$ cat src/hdl/sm83_pkg.sv
package sm83_pkg;

	// ********************************************************************
	// datapath widths
	// ********************************************************************

	// the accumulator and every source operand are one byte wide.
	localparam int DATA_W = 8;

	// the flag nibble is held as Z, N, H, C from the high bit down.
	localparam int FLAG_W = 4;

	// bit positions of each flag inside the nibble.
	localparam int FLAG_Z = 3;
	localparam int FLAG_N = 2;
	localparam int FLAG_H = 1;
	localparam int FLAG_C = 0;

	// the y field of the opcode selects an ALU operation, a rotate kind or a bit index.
	localparam int SEL_W = 3;
	localparam int KIND_W = 4;

	// ********************************************************************
	// operation kinds passed from decode to execute
	// ********************************************************************

	localparam logic [KIND_W-1:0] KIND_NOP = 4'd0;
	localparam logic [KIND_W-1:0] KIND_ALU = 4'd1;
	localparam logic [KIND_W-1:0] KIND_INC = 4'd2;
	localparam logic [KIND_W-1:0] KIND_DEC = 4'd3;
	localparam logic [KIND_W-1:0] KIND_CPL = 4'd4;
	localparam logic [KIND_W-1:0] KIND_DAA = 4'd5;
	localparam logic [KIND_W-1:0] KIND_SCF = 4'd6;
	localparam logic [KIND_W-1:0] KIND_CCF = 4'd7;
	// main bank rotate, where Z is always cleared.
	localparam logic [KIND_W-1:0] KIND_ROTA = 4'd8;
	// CB bank rotate or shift, where Z follows the result.
	localparam logic [KIND_W-1:0] KIND_ROTCB = 4'd9;
	localparam logic [KIND_W-1:0] KIND_BIT = 4'd10;
	localparam logic [KIND_W-1:0] KIND_RES = 4'd11;
	localparam logic [KIND_W-1:0] KIND_SET = 4'd12;

	// ALU group operations, in the order of the y field.
	localparam logic [SEL_W-1:0] ALU_ADD = 3'd0;
	localparam logic [SEL_W-1:0] ALU_ADC = 3'd1;
	localparam logic [SEL_W-1:0] ALU_SUB = 3'd2;
	localparam logic [SEL_W-1:0] ALU_SBC = 3'd3;
	localparam logic [SEL_W-1:0] ALU_AND = 3'd4;
	localparam logic [SEL_W-1:0] ALU_XOR = 3'd5;
	localparam logic [SEL_W-1:0] ALU_OR = 3'd6;
	localparam logic [SEL_W-1:0] ALU_CP = 3'd7;

	// ********************************************************************
	// opcode fields and fixed opcodes
	// ********************************************************************

	// register code 7 names A in both the z and the y field.
	localparam logic [SEL_W-1:0] REG_A_CODE = 3'd7;
	// z value of the immediate forms in the top quarter of the map.
	localparam logic [SEL_W-1:0] Z_IMM = 3'd6;

	localparam logic [1:0] MAIN_GRP_ALU = 2'd2;
	localparam logic [1:0] MAIN_GRP_IMM = 2'd3;
	localparam logic [1:0] CB_GRP_ROT = 2'd0;
	localparam logic [1:0] CB_GRP_BIT = 2'd1;
	localparam logic [1:0] CB_GRP_RES = 2'd2;
	localparam logic [1:0] CB_GRP_SET = 2'd3;

	localparam logic [DATA_W-1:0] OP_INC_A = 8'h3C;
	localparam logic [DATA_W-1:0] OP_DEC_A = 8'h3D;
	localparam logic [DATA_W-1:0] OP_CPL = 8'h2F;
	localparam logic [DATA_W-1:0] OP_DAA = 8'h27;
	localparam logic [DATA_W-1:0] OP_SCF = 8'h37;
	localparam logic [DATA_W-1:0] OP_CCF = 8'h3F;
	localparam logic [DATA_W-1:0] OP_RLCA = 8'h07;
	localparam logic [DATA_W-1:0] OP_RRCA = 8'h0F;
	localparam logic [DATA_W-1:0] OP_RLA = 8'h17;
	localparam logic [DATA_W-1:0] OP_RRA = 8'h1F;

endpackage

$ cat src/hdl/sm83_decode.sv
`timescale 1ns/100ps

module sm83_decode (
	input  logic                          clk,
	input  logic                          reset,
	input  logic                          op_valid,
	input  logic                          op_bank,
	input  logic [sm83_pkg::DATA_W-1:0]   op,
	input  logic [sm83_pkg::DATA_W-1:0]   operand,
	output logic                          exec_valid,
	output logic [sm83_pkg::KIND_W-1:0]   exec_kind,
	output logic [sm83_pkg::SEL_W-1:0]    exec_sel,
	output logic                          exec_use_a,
	output logic [sm83_pkg::DATA_W-1:0]   exec_operand
);

	import sm83_pkg::*;

	// the opcode splits into a two bit group and two three bit fields.
	logic [1:0]        grp;
	logic [SEL_W-1:0]  y;
	logic [SEL_W-1:0]  z;
	logic [KIND_W-1:0] kind;

	assign grp = op[7:6];
	assign y = op[5:3];
	assign z = op[2:0];

	// ********************************************************************
	// opcode classification
	// ********************************************************************

	always_comb begin
		kind = KIND_NOP;
		if (op_bank) begin
			// only the CB forms that act on A are kept.
			// the group alone picks rotate, BIT, RES or SET.
			if (z == REG_A_CODE) begin
				case (grp)
					CB_GRP_ROT: kind = KIND_ROTCB;
					CB_GRP_BIT: kind = KIND_BIT;
					CB_GRP_RES: kind = KIND_RES;
					CB_GRP_SET: kind = KIND_SET;
					default:    kind = KIND_NOP;
				endcase
			end
		end else if (grp == MAIN_GRP_ALU || (grp == MAIN_GRP_IMM && z == Z_IMM)) begin
			// the register forms 80 to BF and the immediate forms C6 to FE.
			// both carry the ALU operation in y, so they share one kind.
			kind = KIND_ALU;
		end else begin
			case (op)
				OP_INC_A: kind = KIND_INC;
				OP_DEC_A: kind = KIND_DEC;
				OP_CPL:   kind = KIND_CPL;
				OP_DAA:   kind = KIND_DAA;
				OP_SCF:   kind = KIND_SCF;
				OP_CCF:   kind = KIND_CCF;
				// the four accumulator rotates keep their kind in y (0 to 3).
				OP_RLCA, OP_RRCA, OP_RLA, OP_RRA: kind = KIND_ROTA;
				default:  kind = KIND_NOP;
			endcase
		end
	end

	// ********************************************************************
	// pipeline register towards the accumulator stage
	// ********************************************************************

	// the valid strobe and the kind are control state and are cleared.
	always_ff @(posedge clk) begin
		if (reset) begin
			exec_valid <= 1'b0;
			exec_kind <= KIND_NOP;
		end else begin
			exec_valid <= op_valid;
			if (op_valid) begin
				exec_kind <= kind;
			end
		end
	end

	// the selector, source choice and operand only matter with exec_valid.
	always_ff @(posedge clk) begin
		if (op_valid) begin
			exec_sel <= y;
			// a source field of 7 names A, so the operand byte is not used.
			// the CB forms kept here all have z equal to 7 as well.
			exec_use_a <= (z == REG_A_CODE);
			exec_operand <= operand;
		end
	end

	// an unknown strobe would let an undefined op into the pipeline.
	a_op_valid_known: assert property (@(posedge clk) disable iff (reset)
		!$isunknown(op_valid))
		else $error("op_valid is unknown outside reset");

endmodule

$ cat src/hdl/sm83_alu.sv
`timescale 1ns/100ps

module sm83_alu (
	input  logic [sm83_pkg::KIND_W-1:0] kind,
	input  logic [sm83_pkg::SEL_W-1:0]  sel,
	input  logic [sm83_pkg::DATA_W-1:0] acc,
	input  logic [sm83_pkg::DATA_W-1:0] src,
	input  logic [sm83_pkg::FLAG_W-1:0] flags,
	output logic [sm83_pkg::DATA_W-1:0] result,
	output logic [sm83_pkg::FLAG_W-1:0] flags_next,
	output logic                        write_a
);

	import sm83_pkg::*;

	logic              cin;
	logic [DATA_W:0]   add_sum;
	logic [DATA_W:0]   sub_diff;
	logic [DATA_W-1:0] inc_res;
	logic [DATA_W-1:0] dec_res;
	logic [DATA_W-1:0] rot_res;
	logic              rot_carry;
	logic [DATA_W:0]   daa;

	// ********************************************************************
	// adders
	// ********************************************************************

	// the carry only enters ADC and SBC.
	assign cin = (sel == ALU_ADC || sel == ALU_SBC) && flags[FLAG_C];
	// bit 8 holds the carry of the sum or the borrow of the difference.
	assign add_sum = {1'b0, acc} + {1'b0, src} + {8'd0, cin};
	assign sub_diff = {1'b0, acc} - {1'b0, src} - {8'd0, cin};
	assign inc_res = acc + 8'd1;
	assign dec_res = acc - 8'd1;

	// rotate and shift on A, shared by RLCA..RRA and the CB group.
	// the main bank forms only ever reach selectors 0 to 3.
	always_comb begin
		case (sel)
			3'd0: {rot_carry, rot_res} = {acc, acc[7]};
			3'd1: {rot_res, rot_carry} = {acc[0], acc};
			3'd2: {rot_carry, rot_res} = {acc, flags[FLAG_C]};
			3'd3: {rot_res, rot_carry} = {flags[FLAG_C], acc};
			3'd4: {rot_carry, rot_res} = {acc, 1'b0};
			3'd5: {rot_res, rot_carry} = {acc[7], acc};
			// swap returns the nibbles exchanged and never a carry.
			3'd6: {rot_carry, rot_res} = {1'b0, acc[3:0], acc[7:4]};
			default: {rot_res, rot_carry} = {1'b0, acc};
		endcase
	end

	// decimal adjust after an addition or a subtraction of BCD bytes.
	// the high correction after an addition looks at the already corrected value.
	always_comb begin
		daa = {1'b0, acc};
		if (!flags[FLAG_N]) begin
			if (flags[FLAG_H] || daa[3:0] > 4'd9) begin
				daa = daa + 9'h006;
			end
			if (flags[FLAG_C] || daa > 9'h09F) begin
				daa = daa + 9'h060;
			end
		end else begin
			if (flags[FLAG_H]) begin
				daa = daa - 9'h006;
				if (!flags[FLAG_C]) begin
					daa[8] = 1'b0;
				end
			end
			if (flags[FLAG_C]) begin
				daa = daa - 9'h060;
			end
		end
	end

	// ********************************************************************
	// result and flag selection
	// ********************************************************************

	// by default A and the flags pass through unchanged and A is not written.
	always_comb begin
		result = acc;
		flags_next = flags;
		write_a = 1'b0;
		case (kind)
			KIND_ALU: begin
				// CP computes the difference only for its flags.
				write_a = (sel != ALU_CP);
				flags_next[FLAG_N] = 1'b0;
				flags_next[FLAG_H] = 1'b0;
				flags_next[FLAG_C] = 1'b0;
				case (sel)
					ALU_ADD, ALU_ADC: begin
						result = add_sum[7:0];
						flags_next[FLAG_H] = acc[4] ^ src[4] ^ add_sum[4];
						flags_next[FLAG_C] = add_sum[8];
					end
					ALU_SUB, ALU_SBC, ALU_CP: begin
						result = sub_diff[7:0];
						flags_next[FLAG_N] = 1'b1;
						flags_next[FLAG_H] = acc[4] ^ src[4] ^ sub_diff[4];
						flags_next[FLAG_C] = sub_diff[8];
					end
					ALU_AND: begin
						result = acc & src;
						flags_next[FLAG_H] = 1'b1;
					end
					ALU_XOR: result = acc ^ src;
					ALU_OR:  result = acc | src;
					default: result = acc;
				endcase
				flags_next[FLAG_Z] = (result == 8'h00);
			end
			// INC and DEC leave the carry alone.
			KIND_INC: begin
				result = inc_res;
				write_a = 1'b1;
				flags_next[FLAG_Z] = (inc_res == 8'h00);
				flags_next[FLAG_N] = 1'b0;
				flags_next[FLAG_H] = acc[4] ^ inc_res[4];
			end
			KIND_DEC: begin
				result = dec_res;
				write_a = 1'b1;
				flags_next[FLAG_Z] = (dec_res == 8'h00);
				flags_next[FLAG_N] = 1'b1;
				flags_next[FLAG_H] = acc[4] ^ dec_res[4];
			end
			KIND_CPL: begin
				result = ~acc;
				write_a = 1'b1;
				flags_next[FLAG_N] = 1'b1;
				flags_next[FLAG_H] = 1'b1;
			end
			KIND_DAA: begin
				result = daa[7:0];
				write_a = 1'b1;
				flags_next[FLAG_Z] = (daa[7:0] == 8'h00);
				flags_next[FLAG_H] = 1'b0;
				flags_next[FLAG_C] = flags[FLAG_C] | daa[8];
			end
			KIND_SCF, KIND_CCF: begin
				flags_next[FLAG_N] = 1'b0;
				flags_next[FLAG_H] = 1'b0;
				flags_next[FLAG_C] = (kind == KIND_SCF) ? 1'b1 : ~flags[FLAG_C];
			end
			KIND_ROTA, KIND_ROTCB: begin
				result = rot_res;
				write_a = 1'b1;
				flags_next[FLAG_Z] = (kind == KIND_ROTCB) && (rot_res == 8'h00);
				flags_next[FLAG_N] = 1'b0;
				flags_next[FLAG_H] = 1'b0;
				flags_next[FLAG_C] = rot_carry;
			end
			// BIT reports the inverse of the tested bit in Z.
			KIND_BIT: begin
				flags_next[FLAG_Z] = ~acc[sel];
				flags_next[FLAG_N] = 1'b0;
				flags_next[FLAG_H] = 1'b1;
			end
			KIND_RES, KIND_SET: begin
				result[sel] = (kind == KIND_SET);
				write_a = 1'b1;
			end
			default: write_a = 1'b0;
		endcase
	end

endmodule

$ cat src/hdl/sm83_acc_stage.sv
`timescale 1ns/100ps

module sm83_acc_stage (
	input  logic                        clk,
	input  logic                        reset,
	input  logic                        exec_valid,
	input  logic [sm83_pkg::KIND_W-1:0] exec_kind,
	input  logic [sm83_pkg::SEL_W-1:0]  exec_sel,
	input  logic                        exec_use_a,
	input  logic [sm83_pkg::DATA_W-1:0] exec_operand,
	output logic [sm83_pkg::DATA_W-1:0] a,
	output logic [sm83_pkg::FLAG_W-1:0] f,
	output logic                        done
);

	import sm83_pkg::*;

	logic [DATA_W-1:0] src;
	logic [DATA_W-1:0] result;
	logic [FLAG_W-1:0] flags_next;
	logic              write_a;

	// the source byte is A itself when the source field named A.
	// reading the registered A lets back to back ops see each other's result.
	assign src = exec_use_a ? a : exec_operand;

	// ********************************************************************
	// datapath
	// ********************************************************************

	sm83_alu u_alu (
		.kind       (exec_kind),
		.sel        (exec_sel),
		.acc        (a),
		.src        (src),
		.flags      (f),
		.result     (result),
		.flags_next (flags_next),
		.write_a    (write_a)
	);

	// ********************************************************************
	// accumulator, flags and completion strobe
	// ********************************************************************

	// the flags are written on every executed op, NOP included.
	// for a NOP the datapath hands back the old flags, so nothing changes.
	always_ff @(posedge clk) begin
		if (reset) begin
			a <= '0;
			f <= '0;
			done <= 1'b0;
		end else begin
			done <= exec_valid;
			if (exec_valid) begin
				if (write_a) begin
					a <= result;
				end
				f <= flags_next;
			end
		end
	end

	// SUB, SBC and CP always leave N set once they complete.
	a_sub_sets_n: assert property (@(posedge clk) disable iff (reset)
		exec_valid && exec_kind == KIND_ALU &&
		(exec_sel == ALU_SUB || exec_sel == ALU_SBC || exec_sel == ALU_CP)
		|=> f[FLAG_N])
		else $error("N flag clear after a subtraction");

endmodule

$ cat src/hdl/sm83_acc_top.sv
`timescale 1ns/100ps

module sm83_acc_top (
	input  logic                        clk,
	input  logic                        reset,
	input  logic                        op_valid,
	input  logic                        op_bank,
	input  logic [sm83_pkg::DATA_W-1:0] op,
	input  logic [sm83_pkg::DATA_W-1:0] operand,
	output logic [sm83_pkg::DATA_W-1:0] a,
	output logic [sm83_pkg::FLAG_W-1:0] f,
	output logic                        done
);

	import sm83_pkg::*;

	// decoded op travelling from the first stage to the second.
	logic              exec_valid;
	logic [KIND_W-1:0] exec_kind;
	logic [SEL_W-1:0]  exec_sel;
	logic              exec_use_a;
	logic [DATA_W-1:0] exec_operand;

	sm83_decode u_decode (
		.clk          (clk),
		.reset        (reset),
		.op_valid     (op_valid),
		.op_bank      (op_bank),
		.op           (op),
		.operand      (operand),
		.exec_valid   (exec_valid),
		.exec_kind    (exec_kind),
		.exec_sel     (exec_sel),
		.exec_use_a   (exec_use_a),
		.exec_operand (exec_operand)
	);

	sm83_acc_stage u_acc (
		.clk          (clk),
		.reset        (reset),
		.exec_valid   (exec_valid),
		.exec_kind    (exec_kind),
		.exec_sel     (exec_sel),
		.exec_use_a   (exec_use_a),
		.exec_operand (exec_operand),
		.a            (a),
		.f            (f),
		.done         (done)
	);

endmodule

$ cat config.mk
export PLATFORM = sky130hd
export DESIGN_NAME = sm83_acc_top
export DESIGN_NICKNAME = d
export VERILOG_FILES = /design/src/hdl/sm83_pkg.sv /design/src/hdl/sm83_decode.sv /design/src/hdl/sm83_alu.sv /design/src/hdl/sm83_acc_stage.sv /design/src/hdl/sm83_acc_top.sv
export SDC_FILE = /design/constraint.sdc
export NUM_CORES = 1
export LEC_CHECK = 0
export ABC_AREA = 1
export BUFFER_PORTS_ARGS = -buffer_cell sky130_fd_sc_hd__buf_2
export CAP_MARGIN = 20
export CORE_MARGIN = 2
export CORE_UTILIZATION = 45
export CTS_CLUSTER_SIZE = 16
export DETAILED_ROUTE_END_ITERATION = 12
export GPL_ROUTABILITY_DRIVEN = 1
export PLACE_DENSITY = 0.68
export SYNTH_ARGS = -nofsm -noshare
export SYNTH_HDL_FRONTEND = slang
export SYNTH_SLANG_ARGS = --single-unit
$ cat constraint.sdc
create_clock -name clk -period 5.26 [get_ports clk]
set_input_delay 0.526 -clock clk [delete_from_list [all_inputs] [get_ports clk]]
set_output_delay 0.526 -clock clk [all_outputs]
set_load 0.05 [all_outputs]
==> results of run 1 <==
-- flip-flops by register name (all words and copies together), names as in the netlist --
| signal | cells |
|---|---|
| u_acc.a | 8 |
| u_decode.exec_sel | 3 |
| u_decode.exec_kind | 4 |
| u_decode.exec_valid | 1 |
| u_acc.f | 4 |
| u_decode.exec_operand | 8 |
| u_acc.done | 1 |
| u_decode.exec_use_a | 1 |
-- worst register-to-register path: stages (launching register included) --
cell,delay (ns)
dfxtp_1,0.88
inv_1,0.42
nand2_1,0.13
o21ai_0,0.29
fa_1,0.55
or2_2,0.32
nand2_1,0.08
nand2_1,0.07
nand4_1,0.07
o211ai_1,0.12
or2_2,0.31
nand3_1,0.08
nand2_1,0.08
a21oi_1,0.13
nand3_1,0.08
nand2_1,0.07
inv_1,0.03
-- power breakdown --
part           internal, mW  leakage [nW]  switching, mW
sequential            0.258         0.264         0.0254
combinational         0.160          2.07          0.354
clock                0.0885        0.0407          0.100
total                 0.506          2.37          0.480
-- through the flow --
| stage | power, mW | instance area (um^2) | hold WS, ns |
|---|---|---|---|
| floorplan | 0.647 | 4460 | 0.474 |
| global placement | 0.780 | 4720 | 0.517 |
| detailed placement | 0.786 | 4720 | 0.524 |
| CTS | 0.971 | 4800 | 0.401 |
| global route | 1.05 | 4800 | 0.399 |
| finish | 0.986 | 4800 | 0.401 |
-- cell families (layout without fill, tap and decap cells) --
logic type	after synthesis	count (layout)
and+or+nand+nor	340	340
adders and majority gates	47	47
xor gates and xnor gates	21	21
DFF	30	30
buffers and inverters	131	160
AOI/OAI and AO/OA	159	159
-- cell type report --
cell class                      instances  area share (%)
Clock buffer                            5            1.43
Clock inverter                          3           0.235
Inverter                              115            8.99
Multi-Input combinational cell        567            66.7
Sequential cell                        30            15.0
Tap cell                              133            3.47
Timing Repair Buffer                   37            4.12
-- cell usage in the layout, fill, tap and decap left out, types with 2 or more instances in the layout --
cell type and n:
inv_2 7, nor2_1 79, nand2_1 172, nand3_1 34, o21ai_1 11, dfxtp_1 18
o2111ai_1 4, nor3_1 9, buf_2 32, xor2_1 19, or2_2 4, o31ai_1 2
nand2_2 7, nor4_1 6, o221ai_1 6, fa_1 4, a211oi_1 3, a21oi_1 45
buf_4 5, clkinv_1 6, a21oi_2 3, o22ai_1 6, a22oi_1 2, nor2_2 5
inv_1 105, a221oi_1 5, o21ai_0 61, a31oi_1 3, o211ai_1 5, ha_1 43
edfxtp_1 12, nand4_1 12, clkbuf_8 5, nand3b_1 6, nand2_4 2
-- layer usage --
| metal | vias up | routed length [um] | GRT usage, % |
|---|---|---|---|
| li1 | 2457 | - | - |
| met1 | 2352 | 6930 | 39.1 |
| met2 | 252 | 7460 | 50.5 |
| met3 | 55 | 1420 | 5.29 |
| met4 | 0 | 637 | 12.4 |
| met5 | - | 0 | 0 |
-- worst max-delay path by stage --
stage	slack, ns	from	endpoint	depth (start not counted)
2_1_floorplan	1.80	u_acc.a[0]	u_acc.f[0]	19
3_3_place_gp	1.62	u_acc.a[1]	u_acc.f[0]	16
3_5_place_dp	1.53	u_acc.a[1]	u_acc.f[0]	16
4_1_cts	1.50	u_acc.a[1]	u_acc.f[0]	16
5_1_grt	1.19	u_acc.a[1]	u_acc.f[3]	16
6_report	1.45	u_acc.a[1]	u_acc.f[0]	16
==> metrics.md, run 1 <==
| Metric | Value |
|---|---|
| Status | finished clean |
| Final hold violation count | 0 |
| Share of cells above drive strength 1 | 9.78% |
| Max-cap violations | 0 |
| R2R cell count | 16 |
| CTS Root Cell | clkbuf_8 |
| Dpl hpwl | 12900 um |
| WL final | 16400 um |
| Slowest CP cell | dfxtp_1 |
| CP max FO | 19 |
| Iter 0 DRT Violations | 537 |
| Fin util | 49.6% |
| # IOs | 33 |
| Leak Pwr | 2.37 nW |
| Post-synth top area share | 14.5% |
| Post_cts resized | 0 |
| Clk_skew | ~0.013 ns |
| Worst-margin pin slew | 0.840 ns |
| Worst Hold Launch | operand[1] |
| Top delay family on crit path | simple AND/OR/NAND/NOR gates |
| Critical path startpoint category | register |
| Site Rows | 36 |
| Synth Warn # | 0 |
| RSZ-0062 raised after global routing | no |
| Post-synthesis compound-gate area fraction | 20.5% |
| Initial antenna violation count | 0 |
| Main combinational cell family by area after synthesis | simple AND/OR/NAND/NOR gates |
| Total clock sinks | 30 |
| Routed Antenna Nets | 0 |
| DRC violations left | 0 |
| First-pass GRT wire length | 26000 um |
| H-tree depth | 2 |
| Clock transition at path regs | approximately 0.08 ns |
| Crit share post-route | 72.4% |
| Seq/Total Area, Yosys | 16.2% |
| Min-delay worst type | input pin to register |
| GRT Util Overall | a little under a third |
| Synth top cells by count | 172 x nand2_1, 105 x inv_1, 79 x nor2_1, 61 x o21ai_0, 45 x a21oi_1 |
| Nets@finish | 823 |
| Fmax | 263 MHz |
| Worst hold stages | 1 |
| Largest net degree at the start of global routing | 20 |
| Reg area | ~720 um^2 |
| Crit. End Element | register |
| GPL Wtd Cong | between 1 and 1.5 |
| 1st-pass router iterations | 5 |
| Setup TNS | 0 ns |
| Mux contribution to synthesized area | 0% |
| CTS Buf Count | 5 |
| Vias in the first global route | 4950 |
| Core area | 9680 um^2 |
| Worst-case clock buffer depth | 2 |
| Max-Slew Margin vs Limit | 43.9% |
| Non-Filler Instances | a little under 900 |
| Fraction of registers with async set/reset | 0% |
| DIE WIDTH | 104 um |
| Min Tclk post-route | 3.81 ns |
| Post-Syn Area | roughly 4500 um^2 |
| Place WS | 1.53 ns |
| Initial Util | a little under half |
| Area delta synth->final | 7.57% |
| CP cell instances | inv_1 -> nand2_1 -> o21ai_0 -> fa_1 -> or2_2 -> nand2_1 -> nand2_1 -> nand4_1 -> o211ai_1 -> or2_2 -> nand3_1 -> nand2_1 -> a21oi_1 -> nand3_1 -> nand2_1 -> inv_1 |
| Most used cell, CP | nand2_1 |
| Multi-input logic area | 3200 um^2 |
| Crit path required time | 5.45 ns |
| Final setup violation count | 0 |
| Mean routed wirelength per cell | 18.5 um |
| Crit Path Category | register to register |
| DIE AREA | ~11000 um^2 |
| Synth Area in XOR/XNOR | 4.29% |
| Synth Flop Type | dfxtp_1 |
| Most common cell in the synthesized netlist | nand2_1 |
| Post-CTS Setup Bufs | 0 |
| Synthesis-stage register bit count | 30 |
| Worst-Skew Late Latency | 0.29 ns |
| Hold path endpoint | u_decode.exec_operand[1] |
| WP data arrival | 3.99 ns |
| Fillers | 1045 |
| RR Endpoint | u_acc.f[0] |
| Setup slack after layout | 1.45 ns |
| Reg-to-reg slack, setup | between 1 and 1.5 ns |
| Power Density | ~200 nW/um^2 |
| Synth Area in Simple Gates | between 30% and 40% |
| Syn Inst Count | 728 |
| Max-slew violation count | 0 |
| Post-Syn Area per Cell | 6.13 um^2 |
| Cell total after placement | about 880 |
| Antenna cells | 0 |
| Max incr delay on CP | 0.88 ns |
| EDFF count, synth | 12 |
| Synth Area in Adders | 13.9% |
| WP buf/inv | 2 |
| Via density per instance | between 5 and 6 |
| Synth top area cells | nand2_1 14%, ha_1 12%, inv_1 8.8% |
| GRT overflow | 0 |
| R2R Path Start | u_acc.a[1] |
| Number of distinct library cells after synthesis | 46 |
| Post-synthesis net count | 795 |
| Die Y-Extent | roughly 100 um |
| Max VDD drop | 126 uV |
| Hold_buf cts | 0 |
| PortBufs | 32 |
| Vias | 5116 |
| Yosys top cell by area | nand2_1 |
| CTS tree | done |
(Power assumes the default switching activity.)
==> run 2, diff against run 1 <==
ABC_AREA = 0   (was 1)
clock period = 3.6 ns   (was 5.26 ns; I/O delays follow)
==> run 2 against run 1 <==
  * Utilization up 0.86 points
  * Non-clock buffer count up 29
  * Synthesized cell count fell by 6.7%
  * Register-to-register slack worse by 1.2 ns
  * First-iteration DRC count rose by 54%
  * Sequential cell count did not move
  * Critical path type unchanged
  * Largest cell class unchanged
  * Highest routed layer unchanged
==> metrics.md, run 2 <==
| Metric | Value |
|---|---|
| Status | finished clean |
| Max layer used | met4 |
| CP cell instances | mux2i_2 -> inv_1 -> fa_1 -> inv_1 -> ha_1 -> nor4_1 -> a2111o_1 -> a2111oi_2 -> nor3_1 -> o211ai_1 -> nor3_1 -> a2111oi_2 |
| Number of distinct library cells after synthesis | 98 |
| Hold path endpoint | u_decode.exec_operand[7] |
| Post-Syn Area per Cell | around 7.5 um^2 |
| Nets@finish | 764 |
| Power Internal | 867 uW |
| CTS Buf Count | 5 |
| Seq/Total Area, Yosys | 14.1% |
| WL final | 17700 um |
| Vias in the first global route | 5156 |
| Fraction of registers with async set/reset | 0% |
| GRT Util Overall | around 28% |
| Mean routed wirelength per cell | between 20 and 25 um |
| CTS tree | done |
| CTS Root Cell | clkbuf_16 |
| Leak Pwr | between 2 and 2.5 nW |
| H-tree depth | 2 |
| Final setup violation count | 0 |
| Slowest CP cell | a2111o_1 |
| Post-synth top area share | 10.5% |
| Worst Hold Launch | operand[7] |
| Placed inst area | about 5400 um^2 |
| Max VDD drop | 234 uV |
| Crit Path Category | register to register |
| DIE AREA | between 10000 and 15000 um^2 |
| Total clock sinks | 30 |
| Setup TNS | 0 ns |
| Max-slew violation count | 0 |
| Critical path startpoint category | register |
| Min-delay worst type | input pin to register |
| RSZ-0062 raised after global routing | no |
| Switching share of power | 41.5% |
| Final hold violation count | 0 |
| Clk_skew | 0.0124 ns |
| PortBufs | 32 |
| Core area | 10900 um^2 |
| Post-CTS Setup Bufs | 0 |
| Yosys top cell by area | ha_1 |
| DIE WIDTH | 110 um |
| Antenna cells | 0 |
| GPL Wtd Cong | a little under 1 |
| Crit. End Element | register |
| First-pass GRT wire length | 28100 um |
| Min Tclk post-route | ~3.3 ns |
| CP max FO | 3 |
| Worst-margin pin slew | ~0.76 ns |
| Synth Warn # | 0 |
| Via density per instance | slightly below 7 |
| Syn Inst Count | 679 |
| Wire length on met1 | 7360 um |
| Max-Slew Margin vs Limit | 48.7% |
| Clock transition at path regs | 0.07 ns |
| Most common cell in the synthesized netlist | a21oi_1 |
| Synth Flop Type | dfxtp_1 |
| Post-route cell area | 5510 um^2 |
| DRC violations left | 0 |
| WP data arrival | 3.50 ns |
| Initial antenna violation count | 0 |
| Synth top cells by count | 60 x a21oi_1, 49 x nor2_1, 43 x ha_1, 43 x nand2_1, 40 x o21ai_0 |
| Fillers | 1138 |
| Synthesis-stage register bit count | 30 |
| Worst path depth | 12 |
| Switching pwr | 614 uW |
| # IOs | 33 |
| Multi-input logic area | 3910 um^2 |
| Area delta synth->final | 8.09% |
| Met2 wire len | 7850 um |
| Worst hold stages | 1 |
| Wire length on met3 | 1780 um |
| Initial Util | between 40% and 50% |
| Routed Antenna Nets | 0 |
| Share of cells above drive strength 1 | 14.6% |
| Most common cell after layout, fill and taps aside | a21oi_1 |
| Power Density | 268 nW/um^2 |
| Crit share post-route | 91.7% |
| Logic pwr share | between 40% and 50% |
| Site Rows | 38 |
| Max-cap violations | 0 |
| Flop pwr share | 26.9% |
| Dpl hpwl | 13100 um |
| Most frequent cells in the layout | 60 x a21oi_1, 49 x nor2_1, 43 x nand2_1, 43 x ha_1, 40 x o21ai_0 |
| Final Total Pwr | around 1.5 mW |
| Largest net degree at the start of global routing | between 40 and 50 |
| Fmax | approximately 300 MHz |
| Iter 0 DRT Violations | 825 |
| WP buf/inv | 2 |
| Max incr delay on CP | 0.50 ns |
| R2R Path Start | u_decode.exec_use_a |
| EDFF count, synth | 12 |
| GRT overflow | 0 |
| 1st-pass router iterations | 6 |
| Reg area | 722 um^2 |
| Post-synthesis net count | 746 |
| Worst-case clock buffer depth | 2 |
| Worst-Skew Late Latency | 0.29 ns |
| Reg-to-reg slack, setup | 0.30 ns |
| Top delay family on crit path | compound AO/OA/AOI/OAI gates |
| Die Y-Extent | 110 um |
| RR Endpoint | u_acc.a[7] |
| Vias | 5635 |
| Top flop regs | u_acc.a x8, u_decode.exec_operand x8 |
| Synth top area cells | ha_1 11%, dfxtp_1 7.1%, edfxtp_1 7.1% |
| Clock Power Share | 29.0% |
| Crit path required time | 3.79 ns |
| R2R cell count | 12 |
| Post-Syn Area | slightly above 5000 um^2 |
[run 2: how the worst max path moves through the flow]
stage	from	slack, ns	end
2_1_floorplan	u_acc.a[4]	0.03	u_acc.a[7]
3_3_place_gp	u_decode.exec_use_a	0.38	u_acc.a[7]
3_5_place_dp	u_decode.exec_use_a	0.29	u_acc.a[7]
4_1_cts	u_decode.exec_use_a	0.25	u_acc.a[7]
5_1_grt	u_decode.exec_use_a	0.02	u_acc.a[7]
6_report	u_decode.exec_use_a	0.30	u_acc.a[7]
[run 2: layout make-up]
cell class / count / share of cell area [%]
multi-input cells: 553 / 70.8
flip-flops and latches: 30 / 13.1
repair buffers: 66 / 7.53
well taps: 140 / 3.18
inverters: 41 / 2.79
clock buffers: 5 / 2.27
clock inverters: 3 / 0.295
[run 2: kinds of logic (layout without fill, tap and decap cells)]
kind of cell | count (synthesis) | count (layout) | share of synthesized area (%)
DFF | 30 | 30 | 14.1
AOI/OAI and AO/OA | 241 | 241 | 33.5
xor gates and xnor gates | 22 | 22 | 3.78
and+or+nand+nor | 226 | 226 | 23.5
muxes | 17 | 17 | 3.61
buffers and inverters | 96 | 115 | 9.37
adders and majority gates | 47 | 47 | 12.1
[run 2: what timing repair did]
action	in CTS	in global routing
setup endpoints to repair	0	1
gates resized for setup	0	1
hold buffers	0	0
[run 2: power groups by stage]
stage	combinational, mW	sequential, mW	clock (mW)
6_report	0.652	0.399	0.430
5_1_grt	0.706	0.401	0.451
4_1_cts	0.635	0.397	0.434
3_5_place_dp	0.631	0.405	0
3_3_place_gp	0.622	0.404	0
2_1_floorplan	0.455	0.413	0
[run 2: stage by stage]
stage                     hold WS, ns  util (%)  setup WS, ns  cells
after global routing            0.252      50.4        0.0185    838
final                           0.244      50.4         0.298    838
after global placement          0.536      49.1         0.381    830
after detailed placement        0.538      49.1         0.285    830
after CTS                       0.247      50.4         0.249    838
after floorplan                 0.459         -        0.0341    679
[run 2: metal layers]
layer | GRT usage (%) | vias up
li1 | - | 2585
met4 | 11.6 | 0
met5 | 0 | -
met3 | 4.12 | 58
met2 | 43.3 | 368
met1 | 39.2 | 2624
